--- src/fpu_pkg.sv ---
package fpu_pkg;

    typedef enum logic [3:0] {
        FPU_OP_NONE         = 4'd0,
        FPU_OP_INT_TO_FLOAT = 4'd1,
        FPU_OP_FLOAT_TO_INT = 4'd2,
        FPU_OP_ADD          = 4'd3,
        FPU_OP_MULTIPLY     = 4'd4
    } fpu_op_e;

    // special value chosen by execute, packed by normalize
    typedef enum logic [1:0] {
        SPECIAL_NONE = 2'd0,
        SPECIAL_QNAN = 2'd1,
        SPECIAL_INF  = 2'd2,
        SPECIAL_ZERO = 2'd3
    } fpu_special_e;

    typedef struct packed {
        logic        sign;
        logic [7:0]  exponent;
        logic [23:0] mantissa;   // hidden bit at [23], zero for flushed operands
        logic        is_zero;
        logic        is_special; // exponent 255
    } fpu_operand_t;

    localparam int FPU_BIAS = 127;

    localparam logic [31:0] FPU_QNAN    = 32'h7fc0_0000;
    localparam logic [31:0] FPU_INT_MAX = 32'h7fff_ffff;
    localparam logic [31:0] FPU_INT_MIN = 32'h8000_0000;

endpackage

--- src/fpu_stage_if.sv ---
interface fpu_stage_if import fpu_pkg::*; ();

    logic              valid;
    fpu_op_e           op;
    fpu_operand_t      a;
    fpu_operand_t      b;
    logic [31:0]       raw;    // integer operand or raw a word
    logic [47:0]       wide;   // binary point sits below bit 46
    logic signed [9:0] exp;
    logic              sign;
    fpu_special_e      special_result;

    modport driver (
        output valid, op, a, b, raw, wide, exp, sign, special_result
    );

    modport receiver (
        input valid, op, a, b, raw, wide, exp, sign, special_result
    );

endinterface

--- src/fpu_unpack.sv ---
module fpu_unpack import fpu_pkg::*; (
    input wire logic        clk,
    input wire logic        reset_i,

    input fpu_op_e          op_i,
    input wire logic [31:0] a_value_i,
    input wire logic [31:0] b_value_i,
    input wire logic        exec_strobe_i,

    fpu_stage_if.driver     out_o
    );

    fpu_operand_t a_split;
    fpu_operand_t b_split;
    logic         a_nan;
    logic         b_nan;
    fpu_special_e special_next;

    function automatic fpu_operand_t split_operand(input logic [31:0] value);
        fpu_operand_t f;
        f.sign       = value[31];
        f.exponent   = value[30:23];
        f.is_zero    = (value[30:23] == 8'd0);   // denormals flush here
        f.is_special = (value[30:23] == 8'hff);
        f.mantissa   = f.is_zero ? 24'd0 : {1'b1, value[22:0]};
        return f;
    endfunction

    assign a_split = split_operand(a_value_i);
    assign b_split = split_operand(b_value_i);
    assign a_nan   = a_split.is_special && (a_split.mantissa[22:0] != 23'd0);
    assign b_nan   = b_split.is_special && (b_split.mantissa[22:0] != 23'd0);

    // early nan detection, b only matters for two-operand ops
    always_comb begin
        case (op_i)
            FPU_OP_ADD, FPU_OP_MULTIPLY:
                special_next = (a_nan || b_nan) ? SPECIAL_QNAN : SPECIAL_NONE;
            FPU_OP_FLOAT_TO_INT:
                special_next = a_nan ? SPECIAL_QNAN : SPECIAL_NONE;
            default:
                special_next = SPECIAL_NONE;
        endcase
    end

    always_ff @(posedge clk) begin
        if (reset_i) begin
            out_o.valid <= 1'b0;
        end else begin
            out_o.valid <= exec_strobe_i;
        end
    end

    always_ff @(posedge clk) begin
        if (exec_strobe_i) begin
            out_o.op             <= op_i;
            out_o.a              <= a_split;
            out_o.b              <= b_split;
            out_o.raw            <= a_value_i;
            out_o.exp            <= $signed({2'b00, a_split.exponent})
                                    - $signed({2'b00, b_split.exponent});  // a minus b
            out_o.sign           <= a_value_i[31] ^ b_value_i[31];
            out_o.wide           <= '0;   // filled in by execute
            out_o.special_result <= special_next;
        end
    end

endmodule

--- src/fpu_execute.sv ---
module fpu_execute import fpu_pkg::*; (
    input wire logic       clk,
    input wire logic       reset_i,

    fpu_stage_if.receiver  in_i,
    fpu_stage_if.driver    out_o
    );

    fpu_operand_t      larger_op;
    fpu_operand_t      smaller_op;
    logic              swap;
    logic [9:0]        exp_gap;
    logic [5:0]        shift_amt;
    logic [47:0]       larger_full;
    logic [47:0]       smaller_full;
    logic [47:0]       lost_mask;
    logic [47:0]       smaller_aligned;
    logic [31:0]       int_mag;
    logic              a_inf;
    logic              b_inf;
    logic [47:0]       wide_next;
    logic signed [9:0] exp_next;
    logic              sign_next;
    fpu_special_e      special_next;

    assign a_inf = in_i.a.is_special && (in_i.a.mantissa[22:0] == 23'd0);
    assign b_inf = in_i.b.is_special && (in_i.b.mantissa[22:0] == 23'd0);
    assign int_mag = in_i.raw[31] ? -in_i.raw : in_i.raw;

    // add alignment, larger magnitude first
    always_comb begin
        swap = (in_i.exp < 0) || (in_i.exp == 0 && in_i.a.mantissa < in_i.b.mantissa);
        larger_op  = swap ? in_i.b : in_i.a;
        smaller_op = swap ? in_i.a : in_i.b;
        exp_gap    = swap ? 10'(-in_i.exp) : 10'(in_i.exp);
        shift_amt  = (exp_gap > 10'd47) ? 6'd48 : exp_gap[5:0];

        larger_full     = {1'b0, larger_op.mantissa, 23'd0};
        smaller_full    = {1'b0, smaller_op.mantissa, 23'd0};
        lost_mask       = (48'd1 << shift_amt) - 48'd1;
        smaller_aligned = (smaller_full >> shift_amt)
                          | {47'd0, |(smaller_full & lost_mask)};  // sticky
    end

    always_comb begin
        wide_next    = '0;
        exp_next     = '0;
        sign_next    = 1'b0;
        special_next = SPECIAL_NONE;

        case (in_i.op)
            FPU_OP_INT_TO_FLOAT: begin
                wide_next = {16'd0, int_mag};
                exp_next  = 10'(FPU_BIAS + 46);
                sign_next = in_i.raw[31];
                if (int_mag == 32'd0) begin
                    special_next = SPECIAL_ZERO;
                    sign_next    = 1'b0;
                end
            end
            FPU_OP_FLOAT_TO_INT: begin
                wide_next    = {24'd0, in_i.a.mantissa};
                exp_next     = $signed({2'b00, in_i.a.exponent}) - 10'(FPU_BIAS + 23);
                sign_next    = in_i.a.sign;
                special_next = in_i.special_result;
            end
            FPU_OP_ADD: begin
                if (larger_op.sign == smaller_op.sign) begin
                    wide_next = larger_full + smaller_aligned;
                end else begin
                    wide_next = larger_full - smaller_aligned;
                end
                exp_next  = $signed({2'b00, larger_op.exponent});
                sign_next = larger_op.sign;

                if (in_i.special_result == SPECIAL_QNAN) begin
                    special_next = SPECIAL_QNAN;
                end else if (a_inf && b_inf && (in_i.a.sign != in_i.b.sign)) begin
                    special_next = SPECIAL_QNAN;   // inf - inf
                end else if (a_inf || b_inf) begin
                    special_next = SPECIAL_INF;
                    sign_next    = a_inf ? in_i.a.sign : in_i.b.sign;
                end else if (wide_next == 48'd0) begin
                    special_next = SPECIAL_ZERO;
                    sign_next    = in_i.a.sign & in_i.b.sign;  // -0 only for -0 + -0
                end
            end
            FPU_OP_MULTIPLY: begin
                wide_next = in_i.a.mantissa * in_i.b.mantissa;
                exp_next  = $signed({2'b00, in_i.a.exponent})
                            + $signed({2'b00, in_i.b.exponent}) - 10'(FPU_BIAS);
                sign_next = in_i.sign;

                if (in_i.special_result == SPECIAL_QNAN) begin
                    special_next = SPECIAL_QNAN;
                end else if (a_inf || b_inf) begin
                    special_next = (in_i.a.is_zero || in_i.b.is_zero) ? SPECIAL_QNAN
                                                                      : SPECIAL_INF;
                end else if (in_i.a.is_zero || in_i.b.is_zero) begin
                    special_next = SPECIAL_ZERO;
                end
            end
            default: begin
                special_next = SPECIAL_ZERO;   // unknown op completes as +0
            end
        endcase
    end

    always_ff @(posedge clk) begin
        if (reset_i) begin
            out_o.valid <= 1'b0;
        end else begin
            out_o.valid <= in_i.valid;
        end
    end

    always_ff @(posedge clk) begin
        if (in_i.valid) begin
            out_o.op             <= in_i.op;
            out_o.a              <= in_i.a;
            out_o.b              <= in_i.b;
            out_o.raw            <= in_i.raw;
            out_o.wide           <= wide_next;
            out_o.exp            <= exp_next;
            out_o.sign           <= sign_next;
            out_o.special_result <= special_next;
        end
    end

endmodule

--- src/fpu_normalize.sv ---
module fpu_normalize import fpu_pkg::*; (
    input wire logic        clk,
    input wire logic        reset_i,

    fpu_stage_if.receiver   in_i,

    output logic            norm_valid_o,
    output logic     [31:0] norm_value_o
    );

    logic [5:0]         lead;
    logic [47:0]        shifted;
    logic signed [10:0] exp_adj;
    logic [4:0]         rshift;
    logic [31:0]        int_mag;
    logic [31:0]        value_next;

    function automatic logic [5:0] leading_one(input logic [47:0] v);
        logic [5:0] pos;
        pos = 6'd0;
        for (int i = 0; i < 48; i++) begin
            if (v[i]) begin
                pos = 6'(i);
            end
        end
        return pos;
    endfunction

    always_comb begin
        lead    = leading_one(in_i.wide);
        shifted = in_i.wide << (6'd47 - lead);   // leading one lands on bit 47
        exp_adj = in_i.exp + $signed({5'd0, lead}) - 11'sd46;

        // float to int, exp is a signed left shift of the 24-bit mantissa
        rshift  = 5'(-in_i.exp);
        int_mag = 32'd0;
        if (in_i.exp >= 10'sd0) begin
            int_mag = {8'd0, in_i.wide[23:0]} << in_i.exp[2:0];
        end else if (in_i.exp > -10'sd24) begin
            int_mag = {8'd0, in_i.wide[23:0]} >> rshift;
        end
    end

    always_comb begin
        if (in_i.op == FPU_OP_FLOAT_TO_INT) begin
            if (in_i.special_result == SPECIAL_QNAN) begin
                value_next = FPU_INT_MIN;
            end else if (in_i.exp >= 10'sd8) begin
                value_next = in_i.sign ? FPU_INT_MIN : FPU_INT_MAX;  // saturate
            end else begin
                value_next = in_i.sign ? -int_mag : int_mag;
            end
        end else begin
            case (in_i.special_result)
                SPECIAL_QNAN:
                    value_next = FPU_QNAN;
                SPECIAL_INF:
                    value_next = {in_i.sign, 8'hff, 23'd0};
                SPECIAL_ZERO:
                    value_next = {in_i.sign, 31'd0};
                default: begin
                    if (exp_adj >= 11'sd255) begin
                        value_next = {in_i.sign, 8'hff, 23'd0};   // overflow
                    end else if (exp_adj <= 11'sd0 || in_i.wide == 48'd0) begin
                        value_next = {in_i.sign, 31'd0};          // flush underflow
                    end else begin
                        value_next = {in_i.sign, exp_adj[7:0], shifted[46:24]};
                    end
                end
            endcase
        end
    end

    always_ff @(posedge clk) begin
        if (reset_i) begin
            norm_valid_o <= 1'b0;
        end else begin
            norm_valid_o <= in_i.valid;
        end
    end

    always_ff @(posedge clk) begin
        if (in_i.valid) begin
            norm_value_o <= value_next;
        end
    end

endmodule

--- src/fpu_result_buffer.sv ---
module fpu_result_buffer #(
    parameter int OUT_DEPTH      = 4,
    parameter int RESULT_CREDITS = 2
    ) (
    input wire logic        clk,
    input wire logic        reset_i,

    input wire logic        norm_valid_i,
    input wire logic [31:0] norm_value_i,

    input wire logic        result_credit_i,
    output logic     [31:0] z_value_o,
    output logic            done_strobe_o,
    output logic            issue_credit_o
    );

    localparam int PTR_W    = (OUT_DEPTH > 1) ? $clog2(OUT_DEPTH) : 1;
    localparam int CNT_W    = $clog2(OUT_DEPTH + 1);
    localparam int CREDIT_W = $clog2(RESULT_CREDITS + 1);

    logic [31:0]         mem [OUT_DEPTH];
    logic [PTR_W-1:0]    wr_ptr;
    logic [PTR_W-1:0]    rd_ptr;
    logic [CNT_W-1:0]    count;
    logic [CREDIT_W-1:0] credit_cnt;
    logic                fifo_empty;
    logic                head_valid;
    logic [31:0]         head_value;
    logic                pop;
    logic                fifo_read;
    logic                fifo_write;

    function automatic logic [PTR_W-1:0] next_ptr(input logic [PTR_W-1:0] p);
        return (p == PTR_W'(OUT_DEPTH - 1)) ? '0 : p + 1'b1;
    endfunction

    // an empty FIFO lets the incoming result straight through
    assign fifo_empty = (count == '0);
    assign head_valid = !fifo_empty || norm_valid_i;
    assign head_value = fifo_empty ? norm_value_i : mem[rd_ptr];
    assign pop        = head_valid && (credit_cnt != '0);
    assign fifo_read  = pop && !fifo_empty;
    assign fifo_write = norm_valid_i && !(pop && fifo_empty);

    always_ff @(posedge clk) begin
        if (reset_i) begin
            wr_ptr         <= '0;
            rd_ptr         <= '0;
            count          <= '0;
            credit_cnt     <= CREDIT_W'(RESULT_CREDITS);
            done_strobe_o  <= 1'b0;
            issue_credit_o <= 1'b0;
        end else begin
            if (fifo_write) begin
                wr_ptr <= next_ptr(wr_ptr);
            end
            if (fifo_read) begin
                rd_ptr <= next_ptr(rd_ptr);
            end
            count          <= count + CNT_W'(fifo_write) - CNT_W'(fifo_read);
            credit_cnt     <= credit_cnt + CREDIT_W'(result_credit_i) - CREDIT_W'(pop);
            done_strobe_o  <= pop;
            issue_credit_o <= pop;   // entry released, issuer may send another
        end
    end

    always_ff @(posedge clk) begin
        if (fifo_write) begin
            mem[wr_ptr] <= norm_value_i;
        end
        if (pop) begin
            z_value_o <= head_value;
        end
    end

    // issue credits bound the number of results in flight
    a_no_overflow: assert property (@(posedge clk) disable iff (reset_i)
        (fifo_write && !fifo_read) |-> (count < CNT_W'(OUT_DEPTH)));

    // consumer returned more credits than it owns
    a_credit_bound: assert property (@(posedge clk) disable iff (reset_i)
        credit_cnt <= CREDIT_W'(RESULT_CREDITS));

    a_strobe_has_credit: assert property (@(posedge clk) disable iff (reset_i)
        done_strobe_o |-> ($past(credit_cnt) != '0));

endmodule

--- src/fpu.sv ---
module fpu import fpu_pkg::*; #(
    parameter int OUT_DEPTH      = 4,
    parameter int RESULT_CREDITS = 2
    ) (
    input wire logic        clk,
    input wire logic        reset_i,

    input wire logic [3:0]  op_i,
    input wire logic [31:0] a_value_i,
    input wire logic [31:0] b_value_i,
    input wire logic        exec_strobe_i,
    output logic            issue_credit_o,

    output logic     [31:0] z_value_o,
    output logic            done_strobe_o,
    input wire logic        result_credit_i
    );

    logic        norm_valid;
    logic [31:0] norm_value;

    fpu_stage_if unpack_to_exec();
    fpu_stage_if exec_to_norm();

    fpu_unpack u_unpack(
        .clk(clk),
        .reset_i(reset_i),
        .op_i(fpu_op_e'(op_i)),    // unknown codes pass through as is
        .a_value_i(a_value_i),
        .b_value_i(b_value_i),
        .exec_strobe_i(exec_strobe_i),
        .out_o(unpack_to_exec.driver)
    );

    fpu_execute u_execute(
        .clk(clk),
        .reset_i(reset_i),
        .in_i(unpack_to_exec.receiver),
        .out_o(exec_to_norm.driver)
    );

    fpu_normalize u_normalize(
        .clk(clk),
        .reset_i(reset_i),
        .in_i(exec_to_norm.receiver),
        .norm_valid_o(norm_valid),
        .norm_value_o(norm_value)
    );

    fpu_result_buffer #(
        .OUT_DEPTH(OUT_DEPTH),
        .RESULT_CREDITS(RESULT_CREDITS)
    ) u_result_buffer (
        .clk(clk),
        .reset_i(reset_i),
        .norm_valid_i(norm_valid),
        .norm_value_i(norm_value),
        .result_credit_i(result_credit_i),
        .z_value_o(z_value_o),
        .done_strobe_o(done_strobe_o),
        .issue_credit_o(issue_credit_o)
    );

endmodule

--- config.mk ---
export PLATFORM = sky130hd
export DESIGN_NAME = fpu
export DESIGN_NICKNAME = d
export VERILOG_FILES = /design/src/fpu_pkg.sv /design/src/fpu_stage_if.sv /design/src/fpu_unpack.sv /design/src/fpu_execute.sv /design/src/fpu_normalize.sv /design/src/fpu_result_buffer.sv /design/src/fpu.sv
export SDC_FILE = /design/constraint.sdc
export NUM_CORES = 2
export LEC_CHECK = 0
export BUFFER_PORTS_ARGS = -buffer_cell sky130_fd_sc_hd__buf_2
export CAP_MARGIN = 20
export CORE_ASPECT_RATIO = 1.5
export CORE_MARGIN = 2
export CORE_UTILIZATION = 45
export CTS_BUF_LIST = sky130_fd_sc_hd__clkbuf_2 sky130_fd_sc_hd__clkbuf_4 sky130_fd_sc_hd__clkbuf_8
export CTS_CLUSTER_DIAMETER = 200
export CTS_CLUSTER_SIZE = 30
export DETAILED_ROUTE_END_ITERATION = 7
export MAX_ROUTING_LAYER = met4
export PLACE_DENSITY = 0.57
export SLEW_MARGIN = 20
export SYNTH_ARGS = -nofsm -noshare
export SYNTH_HDL_FRONTEND = slang
export SYNTH_SLANG_ARGS = --single-unit
--- constraint.sdc ---
create_clock -name clk -period 11.1 [get_ports clk]
set_input_delay 1.11 -clock clk [delete_from_list [all_inputs] [get_ports clk]]
set_output_delay 1.11 -clock clk [all_outputs]
set_load 0.02 [all_outputs]
==> metrics.yaml <==
min_to: "u_result_buffer.mem[3][0]$_DFFE_PP_"
synth_compound_area_share_pct: 13.47
critPathTopFamily: "compound AO/OA/AOI/OAI gates"
final_util_pct: 47.70
syn_inst: 5467
gp_congestion: 1.034
clock-sinks: 380
reg2reg_to: "u_execute.out_o.sign$_DFFE_PP_"
syn_area_um2: 49710
finalClockSkew_ns: 0.1302
ys_ff_latch: 380
setup.worst_path.start_class: "flip-flop"
min_path_type: "reg2reg"
hold_viol: 0
area_growth_pct: 5.364
synthTopCellsByArea: "edfxtp_1, fa_1, ha_1"
rsz0062_at_grt: "false"
dr.pass1.iters: 8
reg2reg_depth: 35
maxCapViolCount: 0
outcome: "finished clean"
layout.cells.non_filler: 6852
finalSetupTns_ns: 0
cts_buffers: 16
place_inst: 6821
fin_crit_sh_pct: 89.89
met1_usage_pct: 35.10
hold_depth: 0
netlist.area_leader.share_pct: 22.05
path_common_cell: "a21oi_1"
tightest_slew_ns: 1.195
fp.dieH_um: 411.1
start_util_pct: 45.27
synthAdderAreaFrac_pct: 27.84
worstPathMaxFanout: 22
pin_count: 106
yosys.area_share.simple_pct: 16.40
die-area_um2: 113200
via_per_inst: 6.042
grt-ovfl-total: 0
busiest_layer: "met2"
arrival_ns: 10.39
syn_nets: 6353
max_slew_margin_pct: 19.47
port_buffers: 105
synth-warning-count: 0
synthFlopType: "edfxtp_1"
ctsRootBufferMaster: "clkbuf_8"
use_met2_pct: 62.68
totalWireLength_mm: 191.7
yosysSeqAreaShare_pct: 22.65
drtIter0Drc: 3065
synth.avg_cell_area_um2: 9.092
worst-setup-path-type: "reg2reg"
antenna_found_initial: 7
timing.final.crit_period_ns: 9.978
grt_pass1_wl_mm: 282.5
cts_tree: "done"
r2r_start: "u_unpack.out_o.b[7]$_DFFE_PP_"
synthArstFlopShare_pct: 0
hpwlAfterDp_mm: 154.5
grt_pass1_vias: 43080
synth_common_cells: "nand2_1, inv_1, fa_1, edfxtp_1, ha_1"
die_w_um: 275.4
cts_max_path_buffers: 3
cpMaxStageDelayCell: "edfxtp_1"
clk_transition_reported_paths_ns: 0.22
crit_buf_inv: 2
synth_xor_area_share_pct: 3.260
required_ns: 11.51
nets: 6294
synth_most_common_cell: "nand2_1"
postCtsHoldBufs: 0
netlist-cell-type-count: 113
core_um2: 109800
grt_start_max_net_pins: 66
ctsResizeCount: 0
route.antenna.remaining_nets: 0
drive_gt1_share_pct: 9.623
clkLatencyLatePin_ns: 0.76
slew_violations: 0
muxShareOfSynthArea_pct: 8.503
synth_top_cell_by_area: "edfxtp_1"
grt_usage_pct: 34.96
routedWlPerCell_um: 27.98
synth_edf_count: 365
routed-via-count: 41400
rrSetupSlack_ns: 1.12
max_freq_mhz: 100.2
hp-start: "u_normalize.norm_value_o[0]$_DFFE_PP_"
met3_usage_pct: 3.612
end_kind: "flip-flop"
synth_top_family_by_area: "adder cells"
finalSetupViolations: 0
critPathMaxStageDelay_ns: 1.10
holdWs_ns: 0.4750
post-cts-setup-buffers: 0
drc: 0
num_rows: 149
h-tree-depth: 1
==> placed cells by master, fill, tap and decap left out, drive strengths merged, types with 71 or more instances in the layout <==
master  instances
fa            487
inv           676
buf           272
ha            327
xnor2         128
a21oi         230
and2          232
mux2           91
nand2         701
nor2          326
mux2i         180
nand3          71
o21ai         269
edfxtp        365
nor3          100
==> per-layer routing <==
metal / wire, µm / up-vias
met5: 0 / -
li1: - / 18560
met3: 9184 / 600
met1: 65000 / 20720
met4: 17290 / 0
met2: 100200 / 1514
==> stage by stage <==
stage                     cell area (µm²)  setup WS (ns)
final                               52370          1.122
after global routing                52370         0.4508
after global placement              52040          1.226
after CTS                           52320         0.8457
after detailed placement            52040         0.9711
after floorplan                     49710          2.962
==> cell type report <==
cell class	instances	area, µm²
flip-flops and latches	380	11260
well taps	1434	1794
diodes	4	10.01
clock inverters	2	20.02
clock buffers	22	265.3
inverters	677	2541
fillers	10630	57430
multi-input cells	4061	34650
repair buffers	272	1827
==> registers in the layout, summed over array words and instances (netlist names), 3 cells and up, named ones only <==
signal	cells
u_result_buffer.mem	128
u_execute.out_o.wide	48
u_unpack.out_o.b	35
u_normalize.norm_value_o	32
u_result_buffer.z_value_o	32
u_unpack.out_o.raw	32
u_unpack.out_o.a	26
u_execute.out_o.exp	10
u_unpack.out_o.exp	9
u_execute.out_o.op	4
u_unpack.out_o.op	4
u_result_buffer.count	3
==> worst max-delay path by stage <==
stage | start | end | slack (ns) | cells after the start
2_1_floorplan | u_unpack.out_o.b[7]$_DFFE_PP_ | u_execute.out_o.wide[46]$_DFFE_PP_ | 2.96 | 32
3_3_place_gp | u_unpack.out_o.b[7]$_DFFE_PP_ | u_execute.out_o.sign$_DFFE_PP_ | 1.23 | 35
3_5_place_dp | u_unpack.out_o.b[20]$_DFFE_PP_ | u_execute.out_o.sign$_DFFE_PP_ | 0.97 | 35
4_1_cts | u_unpack.out_o.b[7]$_DFFE_PP_ | u_execute.out_o.sign$_DFFE_PP_ | 0.85 | 35
5_1_grt | u_unpack.out_o.b[7]$_DFFE_PP_ | u_execute.out_o.sign$_DFFE_PP_ | 0.45 | 37
6_report | u_unpack.out_o.b[7]$_DFFE_PP_ | u_execute.out_o.sign$_DFFE_PP_ | 1.12 | 35
==> cells by family (layout without fill, tap and decap cells) <==
group                      count (synthesis)  count (layout)
AOI/OAI and AO/OA                       1014            1014
xor gates and xnor gates                 185             185
DFF                                      380             380
buffers and inverters                   1026             973
muxes                                    332             332
and+or+nand+nor                         1716            1716
adders and majority gates                814             814
other                                      0               4
==> worst reg2reg max path: cells and delay by family (launching register included) <==
family	cells	cell delay, ns
mux	1	0.48
buf+inv	2	0.40
simple gates	10	2.73
fa+ha+maj	2	0.62
compound gates	20	4.27
flops	1	1.10
Power is not shown: default switching activity piles up to over one toggle a cycle in this logic, so the estimate is an artifact.
